`config.mk`:
```
export PLATFORM = sky130hd
export DESIGN_NAME = bus_decoder
export DESIGN_NICKNAME = d
export VERILOG_FILES = /design/src/logic/bus_pkg.sv /design/src/logic/bus_decoder.sv
export VERILOG_INCLUDE_DIRS = /design/src /design/src/include
export SDC_FILE = /design/constraint.sdc
export NUM_CORES = 1
export LEC_CHECK = 0
export BUFFER_PORTS_ARGS = -buffer_cell sky130_fd_sc_hd__buf_2
export CAP_MARGIN = 25
export CORE_AREA = 4 4 113 115
export DETAILED_ROUTE_END_ITERATION = 6
export DIE_AREA = 0 0 117 119
export PLACE_DENSITY = 0.54
export SLEW_MARGIN = 30
export SYNTH_ARGS = -nofsm -noshare
export SYNTH_HDL_FRONTEND = slang
export SYNTH_SLANG_ARGS = --single-unit
```
`constraint.sdc`:
```
create_clock -name vclk -period 1.28
set_input_delay 0.256 -clock vclk [all_inputs]
set_output_delay 0.256 -clock vclk [all_outputs]
set_load 0.05 [all_outputs]
```
`src/include/bus_settings.svh`:
```
`ifndef BUS_SETTINGS_SVH
`define BUS_SETTINGS_SVH

// Bus widths
`define BUS_ADDR_W 32
`define BUS_DATA_W 32

// Word RAM, indexed by address bits [9:2]
`define RAM_WORDS 256
`define RAM_WAIT 2 // Extra edges before RAM ready

// Address bit 16 high selects the I/O block
`define IO_SEL_BIT 16

// Scratch registers in the I/O block
`define IO_REGS 4

`endif

```
`src/logic/bus_pkg.sv`:
```
`default_nettype none

`include "bus_settings.svh"

package bus_pkg;

	// Plain vector types for the bus fields
	typedef logic [`BUS_ADDR_W-1:0] bus_addr_t; // Byte address
	typedef logic [`BUS_DATA_W-1:0] bus_data_t; // Data word

	// Request carried from a port to a slave
	typedef struct packed {
		logic      rw;    // 1 = write
		bus_addr_t addr;
		bus_data_t wdata;
	} bus_req_t;

	// Reply from a slave
	typedef struct packed {
		logic      ready; // Held until the strobe falls
		bus_data_t rdata;
	} bus_rsp_t;

	// Arbiter FSM
	typedef enum logic [1:0] {
		ARB_IDLE,    // Wait for a port request
		ARB_WAIT_B,  // Port B owns the bus
		ARB_WAIT_C,  // Port C owns the bus
		ARB_RELEASE  // Wait for slave ready to clear
	} arb_state_t;

endpackage

`default_nettype wire

```
`src/logic/bus_decoder.sv`:
```
`timescale 1ns/1ns
`default_nettype none

`include "bus_settings.svh"

module bus_decoder
	import bus_pkg::*;
(
	// From the arbiter
	input  wire logic     i_bus_request,
	input  wire bus_req_t i_bus_req,
	output bus_rsp_t      o_bus_rsp,

	// RAM slave
	output logic          o_ram_request,
	output bus_req_t      o_ram_req,
	input  wire bus_rsp_t i_ram_rsp,

	// I/O register slave
	output logic          o_io_request,
	output bus_req_t      o_io_req,
	input  wire bus_rsp_t i_io_rsp
);

	logic io_sel;

	// Address is held by the arbiter until the next grant,
	// so the select stays put through release as well
	assign io_sel = i_bus_req.addr[`IO_SEL_BIT];

	// Only the selected slave sees the strobe
	assign o_ram_request = i_bus_request && !io_sel;
	assign o_io_request  = i_bus_request && io_sel;

	// Payload goes to both, harmless without the strobe
	assign o_ram_req = i_bus_req;
	assign o_io_req  = i_bus_req;

	// Reply comes only from the addressed slave
	always_comb begin
		if (io_sel)
			o_bus_rsp = i_io_rsp;
		else
			o_bus_rsp = i_ram_rsp;
	end

endmodule

`default_nettype wire

```
; Word level (Yosys, flattened, before mapping)
; Cells that the tools add are included.
[totals]
reg_bits = 0
memories = 0
ram_bits = 0
latchBits = 0
input_bits = 132
romBits = 0
[classes]
n_lt_le_gt_ge = 0
addsub = 0
multipliers = 0
mux = 1
eq_ne = 0
n_reduce_logical = 3
n_div = 0
n_shift = 0
bitwise = 0
[op_table]
columns = op, n
row1 = 2-to-1 mux 33 bit, 1
row2 = logical AND 1 bit, 2
row3 = zero test 1 bit, 1

; Logic depth before layout (Yosys ltp)
[depth]
word_depth = 2
depth_mapped = 3
ltp_nobuf = 1

; Worst setup path before layout
; OpenSTA, ideal clock, no wires.
[synth_timing]
path_type = input to output
start = in i_bus_req[48] in the netlist's numbering
end = out o_ram_request
required_ns = 1.024
arrival_ns = 1.228
n_path_buf = 2
setup_slack_ns = -0.204
path_stages = 3
path_cell_list = buf_6 buf_8 nor2b_1
[synth_via]
elab_chain_len = 2
[synth_lines]
columns = element, line_no
row1 = "start, declared", bus_decoder.sv:11  ; input wire bus_req_t i_bus_req,
row2 = zero test 1 bit, bus_decoder.sv:32  ; assign o_ram_request = i_bus_request && !io_sel;
row3 = logical AND 1 bit, bus_decoder.sv:32
row4 = "end, declared", bus_decoder.sv:15  ; output logic o_ram_request,
; No other way between the ends.

==> metrics.yaml <==
outcome:
  status: "finished, violations left"
  failed_checks: "negative setup slack"
logic_synthesis:
  synthDistinctLibCells: 8
  synth_area_leader_cell: "buf_4"
  ys_seq_area_share_pct: 0
  synth_area_leaders: "buf_4, mux2_4, mux2_2"
  synth_area_sq_um: 1530
  yosysWarnings: 0
  synth_xor_area_share_pct: 0
  synth_top_family_by_area: "buffers and inverters"
  synthAdderAreaFrac_pct: 0
  syn-num-nets: 301
  syn_inst: 169
  synth.area.mux_share_pct: 31.1
  syn_avg_cell_area_sq_um: 9.06
  synth_compound_area_share_pct: 0
  synthSimpleGateAreaFrac_pct: 0.817
  synth_top_area_share_pct: 63.7
grt:
  track_usage_pct: 4.78
  grt_start_max_net_pins: 10
  antenna_found_initial: 0
  grt_pass1_vias: 931
  grt_first_pass_wirelength_um: 5180
  grt-ovfl-total: 0
worst_hold_path:
  min_path_type: "primary input to primary output"
  whs_path_depth: 0
  whs_endpoint: "o_io_req[56]"
  min-delay-start: "i_bus_req[56]"
pwr:
  p_clk_share_pct: 0
  switching_share_pct: 51.7
  vdd_ir_drop_max_v: 0.000174
  power.density_nw_per_um2: 543
  p_leak_nw: 0.884
  p_int_mw: 0.446
  p_comb_share_pct: 100.0
  total_power_mw: 0.923
  seqPwrFrac_pct: 0
  switchingPower_mw: 0.477
placement:
  place_ws_ns: -0.120
  postPlaceCellArea_sq_um: 1270
  numPortBuffers: 105
  post-dp-hpwl_um: 2970
  gp_congestion: 0.565
final_layout:
  utilization_pct: 14.4
  num_antenna_cells: 0
  fin_area_sq_um: 1700
  fin_nets: 283
  area_delta_synth_final_pct: 11.0
  n_fill_cell: 1307
  drive_above_1_share_pct: 99.3
  multiInputGateArea_sq_um: 510
  clkbuf_count: 0
  seq_cell_count: 0
  seq_area_sq_um: 0
sta:
  setup_ws_ns: -0.00392
  period_share_pct: 100
  fmax_mhz: 779
  finalSetupViolations: 1
  hold_slack_ns: 0.512
  finalMaxSlewViolations: 0
  hold_violations: 0
  period_minus_slack_ns: 1.28
  worst_pin_slew_ns: 0.251
  grt_setup_unrepaired: "yes"
  relSlewSlack_pct: 83.4
floorplanning:
  ioPinCount: 297
  core-area_sq_um: 11800
  die_h_um: 119
  fp-row-count: 40
  die_w_um: 117
  start_util_pct: 13.0
  fp.dieArea_sq_um: 13900
routing:
  wirelength_um: 3970
  dr.first_iter.drc_count: 3
  via_count: 859
  drc: 0
  drt-wirelength-per-cell_um: 13.4
  first_pass_iters: 3
  ant_nets: 0
  via_per_inst: 2.90
worst_setup_path:
  worstSetupPathType: "primary input to primary output"
  cp_max_fo: 7
  cp.arrival_ns: 1.03
  start_kind: "primary input"
  critical_path_required_ns: 1.02
  crit_path_end_kind: "primary output"
job:
  drv_cap: 0
clock_tree:
  cts_hold_buf: 0
## power groups by stage
stage,logic (mW),registers [mW],clock network [mW]
finish,0.923,0,0
global route,0.964,0,0
CTS,0.896,0,0
detailed placement,0.714,0,0
global placement,0.708,0,0
floorplan,1.60,0,0
## per-stage QoR
step                instances  setup TNS, ns
floorplan                 169              0
finish                    296       -0.00392
detailed placement        289          -3.08
global route              296         -0.337
global placement          289          -2.75
CTS                       295        -0.0889
## cells in the final DEF (no fill, tap or decap)
master     count
and2_1         1
buf_12         5
buf_16         5
buf_2         69
buf_4          3
buf_6         24
buf_8          7
clkbuf_16      1
mux2_4        33
nor2b_2        1
## Yosys cell counts (all sizes together)
master / n
buf: 134
mux2: 33
and2: 1
nor2b: 1
## critical path: stages
cell and delay (ns):
buf_16 0.14, clkbuf_16 0.17, mux2_4 0.30, buf_6 0.15
## final cells by class
cell class,count,share of cell area [%]
multi-input combinational,35,30.0
timing repair buffer,114,59.2
tap,147,10.8
## per-layer routing
layer	share of wire [%]	routed length, um	track usage [%]	vias up
li1	-	-	-	368
met1	30	1180	4.53	369
met2	51	2020	8.50	79
met3	13	508	1.42	43
met4	6.8	270	3.51	0
met5	0	0	0	-
## kinds of logic after synthesis
family | Yosys count
buffers and inverters | 134
AND/OR/NAND/NOR | 2
multiplexers | 33
## worst max-delay path by stage
stage | start | end | slack (ns) | cells past startpoint
after floorplan | i_bus_req[48] | o_ram_request | 0.05 | 3
after global placement | i_bus_req[48] | o_bus_rsp[32] | -0.12 | 4
after detailed placement | i_bus_req[48] | o_bus_rsp[32] | -0.12 | 4
after CTS | i_bus_req[48] | o_bus_rsp[32] | -0.02 | 4
after global routing | i_bus_req[48] | o_bus_rsp[18] | -0.03 | 4
final | i_bus_req[48] | o_bus_rsp[7] | -0.004 | 4
## timing repair
| action | in CTS | in global routing |
|---|---|---|
| endpoints found under the setup margin | 33 | 28 |
| gates resized for setup | 71 | 16 |
| buffers inserted | 2 | 0 |
| cloned | 4 | 1 |
Power figures use the tool's default switching activity.
