==> src/include/bus_settings.svh <==
`ifndef BUS_SETTINGS_SVH
`define BUS_SETTINGS_SVH

// Bus widths
`define BUS_ADDR_W 32
`define BUS_DATA_W 32

// Word RAM, indexed by address bits [9:2]
`define RAM_WORDS 256
`define RAM_WAIT 2 // Extra edges before RAM ready

// Address bit 16 high selects the I/O block
`define IO_SEL_BIT 16

// Scratch registers in the I/O block
`define IO_REGS 4

`endif

==> src/logic/bus_pkg.sv <==
`default_nettype none

`include "bus_settings.svh"

package bus_pkg;

	// Plain vector types for the bus fields
	typedef logic [`BUS_ADDR_W-1:0] bus_addr_t; // Byte address
	typedef logic [`BUS_DATA_W-1:0] bus_data_t; // Data word

	// Request carried from a port to a slave
	typedef struct packed {
		logic      rw;    // 1 = write
		bus_addr_t addr;
		bus_data_t wdata;
	} bus_req_t;

	// Reply from a slave
	typedef struct packed {
		logic      ready; // Held until the strobe falls
		bus_data_t rdata;
	} bus_rsp_t;

	// Arbiter FSM
	typedef enum logic [1:0] {
		ARB_IDLE,    // Wait for a port request
		ARB_WAIT_B,  // Port B owns the bus
		ARB_WAIT_C,  // Port C owns the bus
		ARB_RELEASE  // Wait for slave ready to clear
	} arb_state_t;

endpackage

`default_nettype wire

==> src/logic/io_regs.sv <==
`timescale 1ns/1ns
`default_nettype none

`include "bus_settings.svh"

module io_regs
	import bus_pkg::*;
(
	input  wire logic     i_clock,
	input  wire logic     i_reset,
	input  wire logic     i_request,
	input  wire bus_req_t i_req,
	output bus_rsp_t      o_rsp
);

	localparam int          REG_AW  = $clog2(`IO_REGS);
	localparam logic [2:0]  CNT_OFS = 3'd4; // Write counter at 0x10

	bus_data_t scratch [`IO_REGS];
	bus_data_t wr_count;
	bus_data_t rd_value;
	bus_data_t rdata;
	logic      ready;
	logic      accept;
	logic [2:0] offset;

	assign offset = i_req.addr[4:2];
	assign accept = i_request && !ready; // Answer on the first edge

	// Read mux, unused offsets give zero
	always_comb begin
		if (offset < `IO_REGS)
			rd_value = scratch[offset[REG_AW-1:0]];
		else if (offset == CNT_OFS)
			rd_value = wr_count;
		else
			rd_value = '0;
	end

	always_ff @(posedge i_clock) begin
		if (i_reset) begin
			ready    <= 1'b0;
			wr_count <= '0;
			for (int i = 0; i < `IO_REGS; i++)
				scratch[i] <= '0;
		end else if (accept) begin
			ready <= 1'b1;
			if (i_req.rw) begin
				wr_count <= wr_count + 1'b1; // Any offset counts
				if (offset < `IO_REGS)
					scratch[offset[REG_AW-1:0]] <= i_req.wdata;
			end
		end else if (ready && !i_request) begin
			ready <= 1'b0;
		end
	end

	// Value before the write lands
	always_ff @(posedge i_clock) begin
		if (accept)
			rdata <= rd_value;
	end

	assign o_rsp.ready = ready;
	assign o_rsp.rdata = rdata;

endmodule

`default_nettype wire

==> config.mk <==
export PLATFORM = sky130hd
export DESIGN_NAME = io_regs
export DESIGN_NICKNAME = d
export VERILOG_FILES = /design/src/logic/bus_pkg.sv /design/src/logic/io_regs.sv
export VERILOG_INCLUDE_DIRS = /design/src /design/src/include
export SDC_FILE = /design/constraint.sdc
export NUM_CORES = 1
export LEC_CHECK = 0
export ABC_CLOCK_PERIOD_IN_PS = 14500
export BUFFER_PORTS_ARGS = -buffer_cell sky130_fd_sc_hd__buf_2
export CELL_PAD_IN_SITES_DETAIL_PLACEMENT = 1
export CELL_PAD_IN_SITES_GLOBAL_PLACEMENT = 1
export CORE_MARGIN = 2
export CORE_UTILIZATION = 53
export CTS_BUF_LIST = sky130_fd_sc_hd__clkbuf_4
export CTS_CLUSTER_DIAMETER = 80
export DETAILED_ROUTE_END_ITERATION = 7
export PLACE_DENSITY = 0.95
export RECOVER_POWER = 50
export SYNTH_ARGS = -nofsm -noshare
export SYNTH_HDL_FRONTEND = slang
export SYNTH_SLANG_ARGS = --single-unit
==> constraint.sdc <==
create_clock -name i_clock -period 14.5 [get_ports i_clock]
set_input_delay 2.9 -clock i_clock [delete_from_list [all_inputs] [get_ports i_clock]]
set_output_delay 2.9 -clock i_clock [all_outputs]
set_load 0.01 [all_outputs]
==> Yosys cells after proc, flatten, opt, wreduce, memory -nomap -nowiden <==
Memory sizes are Yosys's and may differ from the RTL's.
Cells that the tools add are included.
{ "totals": {"out_inout_bits": 33, "in_bits": 68, "memories": 1, "ramBits": 128, "register_bits": 65, "word_cells": 28} }
{ "mem_list": {"columns": ["memory", "depth", "width", "rd", "rd_clocked_by_memory_dff", "write_ports", "line", "source"], "rows": [
  ["scratch", 4, 32, 1, 0, 4, "io_regs.sv:19", "bus_data_t scratch [`IO_REGS];"]
]} }
{ "classes": {"add_sub_neg": 1, "eq_ne": 1, "n_reduce_logical": 7, "n_lt_le_gt_ge": 1, "n_mux": 14} }
{ "ops": {"columns": ["op", "count"], "rows": [
  ["two-way mux 32 bit", 3],
  ["adder 32 x 1 -> 32 bit (second input constant)", 1],
  ["OR reduction 32 bit", 1],
  ["two-way mux 1 bit", 10],
  ["equality test 3 bit (second input constant)", 1],
  ["less-than comparator 3 bit (second input constant)", 1],
  ["logical AND 1 bit", 2],
  ["logical NOT 1 bit", 2],
  ["two-way mux 2 bit", 1],
  ["AND reduction 2 bit", 1],
  ["nonzero test 2 bit", 1]
]} }

==> Longest topological paths before layout <==
{ "logic_depth": {"word_depth": 8, "mapped_depth": 7} }

==> Worst setup path after synthesis <==
No wires, ideal clock.
{ "synth_path": {"path_type": "input-to-reg", "startpoint": "in i_request", "endpoint": "mem scratch[0][0] (netlist bit) (enable)", "required_time_ns": 14.030, "path_buffers": 1, "slack_ns": 7.081, "cell_stages": 5, "setup_time_ns": 0.470, "arrival_time_ns": 6.949, "path_cell_list": "ha_1 -> and2_1 -> clkbuf_1 -> nand2b_1 -> o31ai_1"} }
{ "synth_lines": {"columns": ["item", "line", "source"], "rows": [
  ["from (decl)", "io_regs.sv:11", "input wire logic i_request,"],
  ["to (decl)", "io_regs.sv:19", null]
]} }

==> summary.txt <==
Timing
  – Clock skew: 0.0279 ns
  – Fin crit period: 7.90 ns
  – Final setup fails: 0
  – Max Fclk: 127 MHz
  – Worst-Margin Slew: ~2.8 ns
  – Count of final hold-check violations: 0
  – Total negative slack: 0 ns
  – Normalized max-slew margin: -0.858
  – RSZ-0062 raised after global routing: no
  – Fin. max-slew vios: 126
  – WHS: 0.535 ns
  – Period utilization: 0.545

Hold path
  – Hold path depth: 2
  – Hold path endpoint: wr_count[24]
  – HP Start: wr_count[24]
  – Worst Hold Class: flip-flop to flip-flop

Final layout
  – Design area: 9290 µm²
  – Area Overhead vs Synth: 9.63%
  – Net count, final: 770
  – Fin util: 0.589
  – Layout cells sized above 1: 0.161

Critical path
  – CP delay by family, top: compound AO/OA/AOI/OAI gates
  – Largest stage delay, worst path: 2.17 ns
  – Critical path endpoint category: flip-flop
  – Startpoint types: input port
  – Worst flop-to-flop path startpoint: ready
  – Slowest cell on crit path: o31ai_1
  – Reg-to-reg endpoint: scratch[0][4]
  – Crit path DAT: approximately 8.2 ns
  – CP cell instances: buf_2 -> ha_1 -> and2_0 -> nand2b_1 -> o31ai_1 -> buf_4
  – CP max FO: 37
  – R2R Setup Slk: 8.59 ns
  – Worst EP required: ~15 ns
  – FF-to-FF path depth: 6
  – WS Path Type: input port to flip-flop
  – CP bufs+invs: 2

Global route
  – Initial antenna violation count: 1
  – Largest net degree at the start of global routing: 39
  – First-pass GRT wire length: 33,500 µm
  – Layer carrying the most global-route usage: met2
  – Congestion Overflow GR: 0
  – Met2 Usage GRT: 0.466
  – GRT met1 Usage: 0.332
  – Met3 usage: 0.0497
  – Vias in the first global route: 6,096
  – Tot GR Track Use: 0.269

Yosys
  – Synthesized flop and latch total: 193
  – Syn_nets: 708
  – Synth top area share: 0.567
  – Sequential share of the synthesized area: 0.645
  – Cell taking the most area after synthesis: edfxtp_1
  – Gate Count Post-Synth: 638
  – Syn avg cell area: 13.3 µm²
  – Synth cell types: 34
  – Top post-synthesis cells by area: edfxtp_1, and2_1, mux4_2, dfxtp_1, o21ai_0
  – Mapped Area: 8470 µm²
  – YS warnings: 0

Clocking
  – Post-CTS Hold Buffers: 0
  – H-tree depth: 4
  – Clock transition at the registers of the reported paths: 0.14 ns
  – Num CTS Buffers: 17
  – CTS tree: done
  – Post-CTS setup buffer count: 0
  – Maximum buffer depth of the clock tree: 2
  – Clk sinks: 193
  – Clock root cell: clkbuf_4
  – CTS-repair resized insts: 0
  – Clock latency on the worst-skew pair: 0.59 ns

Die
  – Die area: 17,000 µm²
  – Initial Util: 0.537
  – Chip Width: between 100 and 150 µm
  – Core Footprint: 15,800 µm²
  – Die height: 130 µm
  – Core Rows: 46
  – Top-level I/O count: 101

Detailed routing
  – Drt wl/cell: 23.0 µm
  – DRT iter0 DRCs: 452
  – DR vias/cell: 5.90
  – Total number of vias: 5,485
  – DRT antenna net count: 0
  – Final wirelength: between 20,000 and 25,000 µm
  – First drt pass iteration count: 5
  – Residual DRC: 0

Outcome
  – Status: complete, but fails checks
  – Failing checks: capacitance limit, slew limit

Power
  – Pwr dens: roughly 110 nW/µm²
  – Leak Pwr: 0.00323 µW
  – Max rail drop VDD: 64.7 µV

Placement
  – RePlAce Congestion: ~0.8
  – DP HPWL: between 10,000 and 15,000 µm
  – Post-DP Area: roughly 9100 µm²
  – Port Buffers: 71

Flow run
  – Max-cap violations: 5
through the flow:
stage / total power (µW) / cells / setup WS (ns)
final: 1020 / 930 / 6.60
after global routing: 1050 / 930 / 6.17
after CTS: 1020 / 929 / 8.67
after detailed placement: 722 / 897 / 8.03
after global placement: 714 / 897 / 8.24
after floorplan: 687 / 638 / 7.08
sequential cells by signal, indices dropped and copies added, names as in the netlist:
name,cells
wr_count,32
rdata,32
ready,1
scratch,128
layout make-up:
class	instances	area, µm²
antenna	1	2.50
clock buffer	20	150
clock inverter	12	159
fill	1612	6480
inverter	40	150
multi-input combinational	367	2710
sequential	193	5470
tap	216	270
timing repair buffer	81	380
cells in the mapped netlist (all sizes together):
library cell / n
a21oi: 21
and2: 130
and3: 1
and4: 6
buf: 6
clkbuf: 32
dfxtp: 33
edfxtp: 160
ha: 2
inv: 40
mux2i: 1
mux4: 32
nand2: 43
nand2b: 3
nand3: 7
nand4: 13
nor2: 13
nor3: 2
nor3b: 1
nor4: 1
o21a: 1
o21ai: 40
o31a: 1
o31ai: 16
or2: 1
or3: 6
or4: 16
xnor2: 2
xor2: 8
worst max path at each step:
stage | start | end | slack (ns) | cells past startpoint
detailed placement | i_request | scratch[1][4] | 8.03 | 6
CTS | i_request | scratch[1][27] | 8.67 | 6
floorplan | i_request | scratch[0][0] | 7.08 | 5
global placement | i_request | scratch[2][4] | 8.24 | 6
finish | i_request | scratch[0][4] | 6.60 | 6
global route | i_request | scratch[0][4] | 6.17 | 6
per-layer routing:
layer | vias up | share of wire | wire (µm)
li1 | 2437 | - | -
met1 | 2798 | 0.40 | 8470
met2 | 197 | 0.53 | 11300
met3 | 53 | 0.051 | 1090
met4 | 0 | 0.027 | 585
met5 | - | 0 | 0
power breakdown:
part / leakage [µW] / internal, µW / switching, µW
Sequential: 0.00192 / 625 / 8.14
Clock: 0.000164 / 126 / 185
Combinational: 0.00115 / 25.8 / 47.6
worst reg2reg max path, cell delays in order, from the launching register on:
cell	delay [ns]
dfxtp_1	0.35
inv_1	0.05
ha_1	1.43
and2_0	0.71
nand2b_1	0.29
o31ai_1	2.17
buf_4	0.58
cell usage in the layout, fill, tap and decap left out, types with 2 or more instances in the layout:
master / n
a21oi_1: 21
and2_0: 52
and2_1: 78
and4_1: 6
buf_2: 37
buf_4: 8
bufinv_16: 3
clkbuf_1: 36
clkbuf_4: 20
clkinv_2: 2
clkinv_4: 4
clkinvlp_4: 2
dfxtp_1: 33
edfxtp_1: 160
ha_1: 2
inv_1: 40
mux4_2: 32
nand2_1: 43
nand2b_1: 3
nand3_1: 7
nand4_1: 12
nor2_1: 13
nor3_1: 2
o21ai_0: 37
o21ai_2: 3
o31ai_1: 16
or3_1: 6
or4_1: 15
xnor2_1: 2
xor2_1: 8
kinds of logic (layout without fill, tap and decap cells):
| group | Yosys count | after routing | share of synthesized area |
|---|---|---|---|
| XOR/XNOR | 10 | 10 | 0.0103 |
| multiplexers | 33 | 33 | 0.0862 |
| AND/OR/NAND/NOR | 243 | 243 | 0.167 |
| other | 0 | 1 | 0 |
| adder cells (fa/ha/maj) | 2 | 2 | 0.00295 |
| flip-flops | 193 | 193 | 0.645 |
| AO/OA/AOI/OAI | 79 | 79 | 0.0521 |
| buffers and inverters | 78 | 153 | 0.0363 |
No activity file was read; power rests on OpenSTA's default activity.
