[src/include/bus_settings.svh]
`ifndef BUS_SETTINGS_SVH
`define BUS_SETTINGS_SVH

// Bus widths
`define BUS_ADDR_W 32
`define BUS_DATA_W 32

// Word RAM, indexed by address bits [9:2]
`define RAM_WORDS 256
`define RAM_WAIT 2 // Extra edges before RAM ready

// Address bit 16 high selects the I/O block
`define IO_SEL_BIT 16

// Scratch registers in the I/O block
`define IO_REGS 4

`endif

[src/logic/bus_pkg.sv]
`default_nettype none

`include "bus_settings.svh"

package bus_pkg;

	// Plain vector types for the bus fields
	typedef logic [`BUS_ADDR_W-1:0] bus_addr_t; // Byte address
	typedef logic [`BUS_DATA_W-1:0] bus_data_t; // Data word

	// Request carried from a port to a slave
	typedef struct packed {
		logic      rw;    // 1 = write
		bus_addr_t addr;
		bus_data_t wdata;
	} bus_req_t;

	// Reply from a slave
	typedef struct packed {
		logic      ready; // Held until the strobe falls
		bus_data_t rdata;
	} bus_rsp_t;

	// Arbiter FSM
	typedef enum logic [1:0] {
		ARB_IDLE,    // Wait for a port request
		ARB_WAIT_B,  // Port B owns the bus
		ARB_WAIT_C,  // Port C owns the bus
		ARB_RELEASE  // Wait for slave ready to clear
	} arb_state_t;

endpackage

`default_nettype wire

[src/logic/dual_port_arbiter.sv]
`timescale 1ns/1ns
`default_nettype none

module dual_port_arbiter
	import bus_pkg::*;
(
	input  wire logic     i_clock,
	input  wire logic     i_reset,

	// Port B, fixed winner
	input  wire logic     i_pb_request,
	input  wire bus_req_t i_pb_req,
	output logic          o_pb_ready,
	output bus_data_t     o_pb_rdata,

	// Port C
	input  wire logic     i_pc_request,
	input  wire bus_req_t i_pc_req,
	output logic          o_pc_ready,
	output bus_data_t     o_pc_rdata,

	// Internal bus
	output logic          o_bus_request,
	output bus_req_t      o_bus_req,
	input  wire bus_rsp_t i_bus_rsp
);

	arb_state_t state;

	logic pb_grant;
	logic pc_grant;
	logic pb_done;
	logic pc_done;

	// B wins when both ports ask in the same cycle
	assign pb_grant = (state == ARB_IDLE) && i_pb_request;
	assign pc_grant = (state == ARB_IDLE) && !i_pb_request && i_pc_request;

	// Slave has answered the current owner
	assign pb_done = (state == ARB_WAIT_B) && i_bus_rsp.ready;
	assign pc_done = (state == ARB_WAIT_C) && i_bus_rsp.ready;

	always_ff @(posedge i_clock) begin
		if (i_reset) begin
			state         <= ARB_IDLE;
			o_bus_request <= 1'b0;
			o_pb_ready    <= 1'b0;
			o_pc_ready    <= 1'b0;
		end else begin
			case (state)
				ARB_IDLE: begin
					if (pb_grant) begin
						o_bus_request <= 1'b1;
						state         <= ARB_WAIT_B;
					end else if (pc_grant) begin
						o_bus_request <= 1'b1;
						state         <= ARB_WAIT_C;
					end
				end

				// No timeout, the slave may stall as long as it likes
				ARB_WAIT_B: begin
					if (pb_done) begin
						o_bus_request <= 1'b0;
						o_pb_ready    <= 1'b1; // One cycle pulse
						state         <= ARB_RELEASE;
					end
				end

				ARB_WAIT_C: begin
					if (pc_done) begin
						o_bus_request <= 1'b0;
						o_pc_ready    <= 1'b1;
						state         <= ARB_RELEASE;
					end
				end

				ARB_RELEASE: begin
					o_pb_ready <= 1'b0;
					o_pc_ready <= 1'b0;
					if (!i_bus_rsp.ready)
						state <= ARB_IDLE; // Slave has let go
				end

				default: state <= ARB_IDLE;
			endcase
		end
	end

	// Request latched at grant, held for the whole transfer
	always_ff @(posedge i_clock) begin
		if (pb_grant)
			o_bus_req <= i_pb_req;
		else if (pc_grant)
			o_bus_req <= i_pc_req;
	end

	// Read data captured with the ready pulse
	always_ff @(posedge i_clock) begin
		if (pb_done)
			o_pb_rdata <= i_bus_rsp.rdata;
		if (pc_done)
			o_pc_rdata <= i_bus_rsp.rdata;
	end

endmodule

`default_nettype wire

[config.mk]
export PLATFORM = sky130hd
export DESIGN_NAME = dual_port_arbiter
export DESIGN_NICKNAME = d
export VERILOG_FILES = /design/src/logic/bus_pkg.sv /design/src/logic/dual_port_arbiter.sv
export VERILOG_INCLUDE_DIRS = /design/src /design/src/include
export SDC_FILE = /design/constraint.sdc
export NUM_CORES = 1
export LEC_CHECK = 0
export BUFFER_PORTS_ARGS = -buffer_cell sky130_fd_sc_hd__buf_4
export CAP_MARGIN = 20
export CORE_MARGIN = 10
export CORE_UTILIZATION = 29
export CTS_CLUSTER_SIZE = 24
export DETAILED_ROUTE_END_ITERATION = 8
export MAX_ROUTING_LAYER = met4
export PLACE_DENSITY = 0.6
export SYNTH_ARGS = -nofsm -noshare
export SYNTH_HDL_FRONTEND = slang
export SYNTH_SLANG_ARGS = --single-unit
[constraint.sdc]
create_clock -name i_clock -period 4.1 [get_ports i_clock]
set_clock_uncertainty 0.05 [all_clocks]
set_input_delay 0.615 -clock i_clock [delete_from_list [all_inputs] [get_ports i_clock]]
set_output_delay 0.615 -clock i_clock [all_outputs]
set_load 0.01 [all_outputs]
---- Word-level counts from Yosys, hierarchy flattened ----
Cells that the tools add are included.
W data, S select, Z words.
operators by class
  multiplexer cells ....................... 17
  reduce and logical (&&, ||, !) cells .... 15
  equality and inequality tests ........... 7
operator list
  cell                  number
  $mux W65              2
  $mux W2               5
  $pmux W2 S4           1
  $reduce_and A4 Y1     2
  $mux W1               6
  $ne A2 B2 Y1 const B  3
  $reduce_bool A2 Y1    3
  $logic_and A1 B1 Y1   5
  $eq A2 B2 Y1 const B  2
  $pmux W1 S2           2
  $reduce_and A2 Y1     2
  $ne A3 B3 Y1 const B  1
  $pmux W1 S3           1
  $reduce_bool A3 Y1    1
  $eq A2 B1 Y1 const B  1
  $logic_not A2 Y1      1
  $logic_not A1 Y1      1
storage, ports and cells
  input port bits ......................... 167
  register bits ........................... 134
  output and inout port bits .............. 132

---- Depth between registers and ports, before layout ----
  depth in word-level cells ............... 6
  mapped depth ............................ 8
  depth with buffers taken out ............ 5

---- Least setup slack after synthesis ----
Ideal clock, no wire load.
  kind .................................... input -> register
  start point ............................. input i_pb_request
  end point ............................... register o_bus_req[0] in the netlist's numbering (enable)
  arrival ................................. 2.120 ns
  stages .................................. 1
  required time ........................... 3.622 ns
  path slack .............................. 1.502 ns
  library setup time ...................... 0.428 ns
  buffers on the path ..................... 0
  cells stage by stage .................... o21a_1
on the way
  cells in the longest elaborated chain, start to end .. 4
ends and longest elaborated chain
  item                                   RTL line                 RTL
  start, declared                        dual_port_arbiter.sv:11  input wire logic i_pb_request,
  $logic_not A1 Y1                       dual_port_arbiter.sv:37  assign pc_grant = (state == ARB_IDLE) && !i_pb_request && i_pc_request;
  $logic_and A1 B1 Y1 (2 in series)      dual_port_arbiter.sv:37
  $reduce_bool A2 Y1 (no source line) *  n/a
  end signal, assigned                   dual_port_arbiter.sv:93  o_bus_req <= i_pb_req;
  end signal, assigned                   dual_port_arbiter.sv:95  o_bus_req <= i_pc_req;
  end, declared                          dual_port_arbiter.sv:24  output bus_req_t o_bus_req,
Every way passes the cells marked *; elsewhere a longest branch is shown, timed or not.
A chain may end at the register's enable or synchronous reset.

---- Final worst setup path ----
  start point ............................. register state[0]
  end point ............................... register o_bus_req[61] in the netlist's numbering (data pin)
on the way
  cells in the longest elaborated chain, start to end .. 3
ends and longest elaborated chain
  item                    RTL line                 RTL
  start, declared         dual_port_arbiter.sv:28  arb_state_t state;
  start signal, assigned  dual_port_arbiter.sv:45  state <= ARB_IDLE;
  start signal, assigned  dual_port_arbiter.sv:54  state <= ARB_WAIT_B;
  start signal, assigned  dual_port_arbiter.sv:57  state <= ARB_WAIT_C;
  $logic_not A2 Y1        dual_port_arbiter.sv:36  assign pb_grant = (state == ARB_IDLE) && i_pb_request;
  $logic_and A1 B1 Y1     dual_port_arbiter.sv:36
  $mux W65                dual_port_arbiter.sv:92  if (pb_grant)
No other way between the ends.

==> impl_metrics.toml <==
[floorplan]
die_width_um = 153
core.rowCount = 48
io_pins = 299
coreArea_mm2 = 0.0174
die_height_um = 153
fp.dieArea_mm2 = 0.0235
initial_core_util_pct = 29.6

[placement]
buffer_ports.inserted = 298
gp_congestion = 0.784
hpwlAfterDp_mm = 12.3
placed_area_mm2 = 0.00761

[worst_hold_path]
min_delay_worst_endpoint = "o_pb_rdata[8]"
timing.hold.worst.start = "i_bus_rsp[8]"
holdCritPathClass = "primary input to flop"
hold-path-cell-count = 1

[setup_path]
path_max_fanout = 67
regToRegEndpoint = "o_bus_req[61]"
worst-setup-path-type = "flop to flop"
worstPathArrival_ns = 2.42
critical-path-top-delay-family = "simple AND/OR/NAND/NOR gates"
timing.critical_path.buf_inv = 1
rr_worst_depth = 4
timing.reg2reg.setup_slack_ns = 1.80
crit_path_start_kind = "flop"
cpPeakStageDelay_ns = 0.84
critPathCaptureType = "flop"
critical_path.slowest_cell = "sky130_fd_sc_hd__and2_4"
cp_data_required_time_ns = 4.22
path_cells = "inv_1 > ha_1 > and2_4 > mux2_2"
crit-reg2reg-launch = "state[0]"

[global_route]
via_count_of_the_first_global_routing_pass = 3830
antenna_violations_before_repair = 1
grt_pass1_wl_mm = 22.8
grt_start_max_net_pins = 68
track_usage_pct = 13.2
grt_remaining_overflow = 0

[sta]
maxSlewHeadroom_pct = 28.1
total_of_endpoints_with_negative_setup_slack_in_the_final_report = 0
fmax_mhz = 435
finalCriticalPeriod_ns = 2.30
report.final.hold_viol_count = 0
holdWs_ns = 0.335
finalCritPeriodShare_pct = 56.1
unrepaired_setup_endpoints_after_global_routing = "no"
tightest_slew_ns = 1.08
fin_tns_setup_ns = 0
maxSlewViolCount = 0

[clock_tree]
hold_buffers = 0
postCtsResizedCells = 0
tritoncts = "done"
clock_slew_at_the_register_clock_pins_of_the_worst_setup_and_hold_paths_ns = 0.07
cts.root.buffer_cell = "sky130_fd_sc_hd__clkbuf_16"
clkSinkCount = 134
clk_lat_worst_skew_ns = 0.41
cts-root-to-sink-buffers = 2
cts_made_buffers = 17
clock_tree.htree_level_count = 4
cts.repair_timing.setup_buffer_count = 0

[route]
vias = 3330
vias_per_cell = 4.21
wl_per_cell_um = 19.4
detail_route.iter0.violations = 124
met2RoutedLength_mm = 7.46
post-route-drc-count = 0
antenna_violating_nets_remaining = 0
drt_wl_total_mm = 15.4
detailroute.wirelength.met3_mm = 1.57
m1WireLength_mm = 6.05
dr.max_layer_used = "met4"
firstDrtPassIters = 4

[synth]
synthMostInstantiatedCell = "sky130_fd_sc_hd__edfxtp_1"
synth_sequential_area_ratio_pct = 77.2
synth_largest_type_area_fraction_pct = 75.3
synthArstFlopShare_pct = 0
syn_area_mm2 = 0.00514
synth_common_cells = "129 x sky130_fd_sc_hd__edfxtp_1, 36 x sky130_fd_sc_hd__mux2_2, 29 x sky130_fd_sc_hd__mux2_4, 5 x sky130_fd_sc_hd__dfxtp_1, 5 x sky130_fd_sc_hd__ha_1"
ys.warnings.count = 0
synth_seq_cells = 134
count_of_flip_flops_with_a_built_in_enable_after_synthesis = 129
yosys-top-cells-area = "sky130_fd_sc_hd__edfxtp_1 75%, sky130_fd_sc_hd__mux2_4 8.5%, sky130_fd_sc_hd__mux2_2 7.9%, sky130_fd_sc_hd__dfxtp_1 1.9%, sky130_fd_sc_hd__ha_1 1.2%"
post_synth_top_flop = "sky130_fd_sc_hd__edfxtp_1"
mappedNetlistNets = 413
syn_inst_count = 241
syn-mean-instance-area_um2 = 21.3
yosys.area.top_type = "sky130_fd_sc_hd__edfxtp_1"
synth.lib_cells_used.distinct = 27

[finish]
fin_util_pct = 47.3
syn2layout_area_growth_pct = 59.4
design.final.nets = 724
post_route_design_area_mm2 = 0.00820
share_of_post_route_cells_with_drive_strength_above_1_pct = 70.8

[power]
power-per-cell-area_mw_per_mm2 = 611
clock_power_share_pct = 30.4
max-vdd-ir-drop_uv = 271
power.switching_fraction_pct = 28.2
cellInternalPower_uw = 3600
cellLeakagePower_uw = 0.00345
power_switching_uw = 1410
total_power_uw = 5010
power.combinational.fraction_pct = 28.7
power.share.sequential_pct = 40.9

[run]
cap_viol_max_count = 0

[status]
run_status = "finished, final reports clean"
[cell usage in the layout, fill, tap and decap left out, types with 2 or more instances in the layout]
master | synthesis | routed
sky130_fd_sc_hd__buf_4 | 0 | 300
sky130_fd_sc_hd__edfxtp_1 | 129 | 129
sky130_fd_sc_hd__mux2_2 | 36 | 36
sky130_fd_sc_hd__mux2_4 | 29 | 29
sky130_fd_sc_hd__clkbuf_16 | 0 | 17
sky130_fd_sc_hd__inv_6 | 0 | 6
sky130_fd_sc_hd__ha_1 | 5 | 5
sky130_fd_sc_hd__dfxtp_1 | 5 | 5
sky130_fd_sc_hd__clkinvlp_4 | 0 | 4
sky130_fd_sc_hd__inv_1 | 3 | 3
sky130_fd_sc_hd__nand2_1 | 3 | 3
sky130_fd_sc_hd__and2_1 | 2 | 2
sky130_fd_sc_hd__a31oi_1 | 2 | 2
sky130_fd_sc_hd__nor2b_1 | 2 | 2
sky130_fd_sc_hd__o21ai_0 | 2 | 2
sky130_fd_sc_hd__a21oi_1 | 2 | 2
sky130_fd_sc_hd__nor2_1 | 2 | 2
sky130_fd_sc_hd__bufinv_16 | 0 | 2
sky130_fd_sc_hd__inv_8 | 0 | 2
[flip-flops by register name, indices dropped and copies added (netlist names)]
name,flops
o_bus_req,65
o_bus_request,1
o_pb_rdata,32
o_pb_ready,1
o_pc_rdata,32
o_pc_ready,1
state,2
[worst register-to-register path, stage by stage (launching register included)]
cell,delay [ns]
sky130_fd_sc_hd__dfxtp_1,0.34
sky130_fd_sc_hd__inv_1,0.12
sky130_fd_sc_hd__ha_1,0.21
sky130_fd_sc_hd__and2_4,0.84
sky130_fd_sc_hd__mux2_2,0.50
[cell families (layout without fill, tap and decap cells)]
logic type,Yosys count,after routing,synth area share (%)
DFF,134,134,77.2
buffers and inverters,11,335,1.78
AOI/OAI and AO/OA,11,11,1.53
adders and majority gates,5,5,1.22
other,0,1,0
and+or+nand+nor,13,13,1.44
muxes,67,67,16.8
[layout make-up]
class                   instances  area [um2]
fillers                      1550        9150
flip-flops and latches        134        3970
repair buffers                300        2250
multi-input cells              96        1090
clock buffers                  18         429
well taps                     225         282
clock inverters                14         165
inverters                       3        11.3
diodes                          1        2.50
[layer usage]
metal,global-route usage [%],vias to the layer above
li1,-,1570
met1,14.3,1550
met2,20.4,196
met3,6.68,14
met4,4.54,0
met5,-,-
[stage by stage]
stage	setup slack [ns]	std cells
floorplan	1.50	241
finish	1.80	791
detailed placement	1.72	758
global placement	1.76	758
global route	1.66	791
CTS	1.76	790
[worst max-delay path by stage]
stage | start | end | slack (ns) | depth (start not counted)
after floorplan | i_pb_request | o_bus_req[0] | 1.50 | 1
after global placement | i_pb_request | o_bus_req[0] | 1.76 | 3
after detailed placement | i_pb_request | o_bus_req[21] | 1.72 | 3
after CTS | state[0] | o_bus_req[19] | 1.76 | 4
after global routing | state[0] | o_bus_req[19] | 1.66 | 4
final | state[0] | o_bus_req[61] | 1.80 | 4
[power by group through the flow]
stage | registers (uW) | clock network [uW] | logic [uW]
finish | 2050 | 1520 | 1440
global route | 2080 | 1640 | 1560
CTS | 2050 | 1570 | 1480
detailed placement | 2080 | 0 | 1480
global placement | 2070 | 0 | 1460
floorplan | 2240 | 0 | 608
No activity file was read; power rests on OpenSTA's default activity.
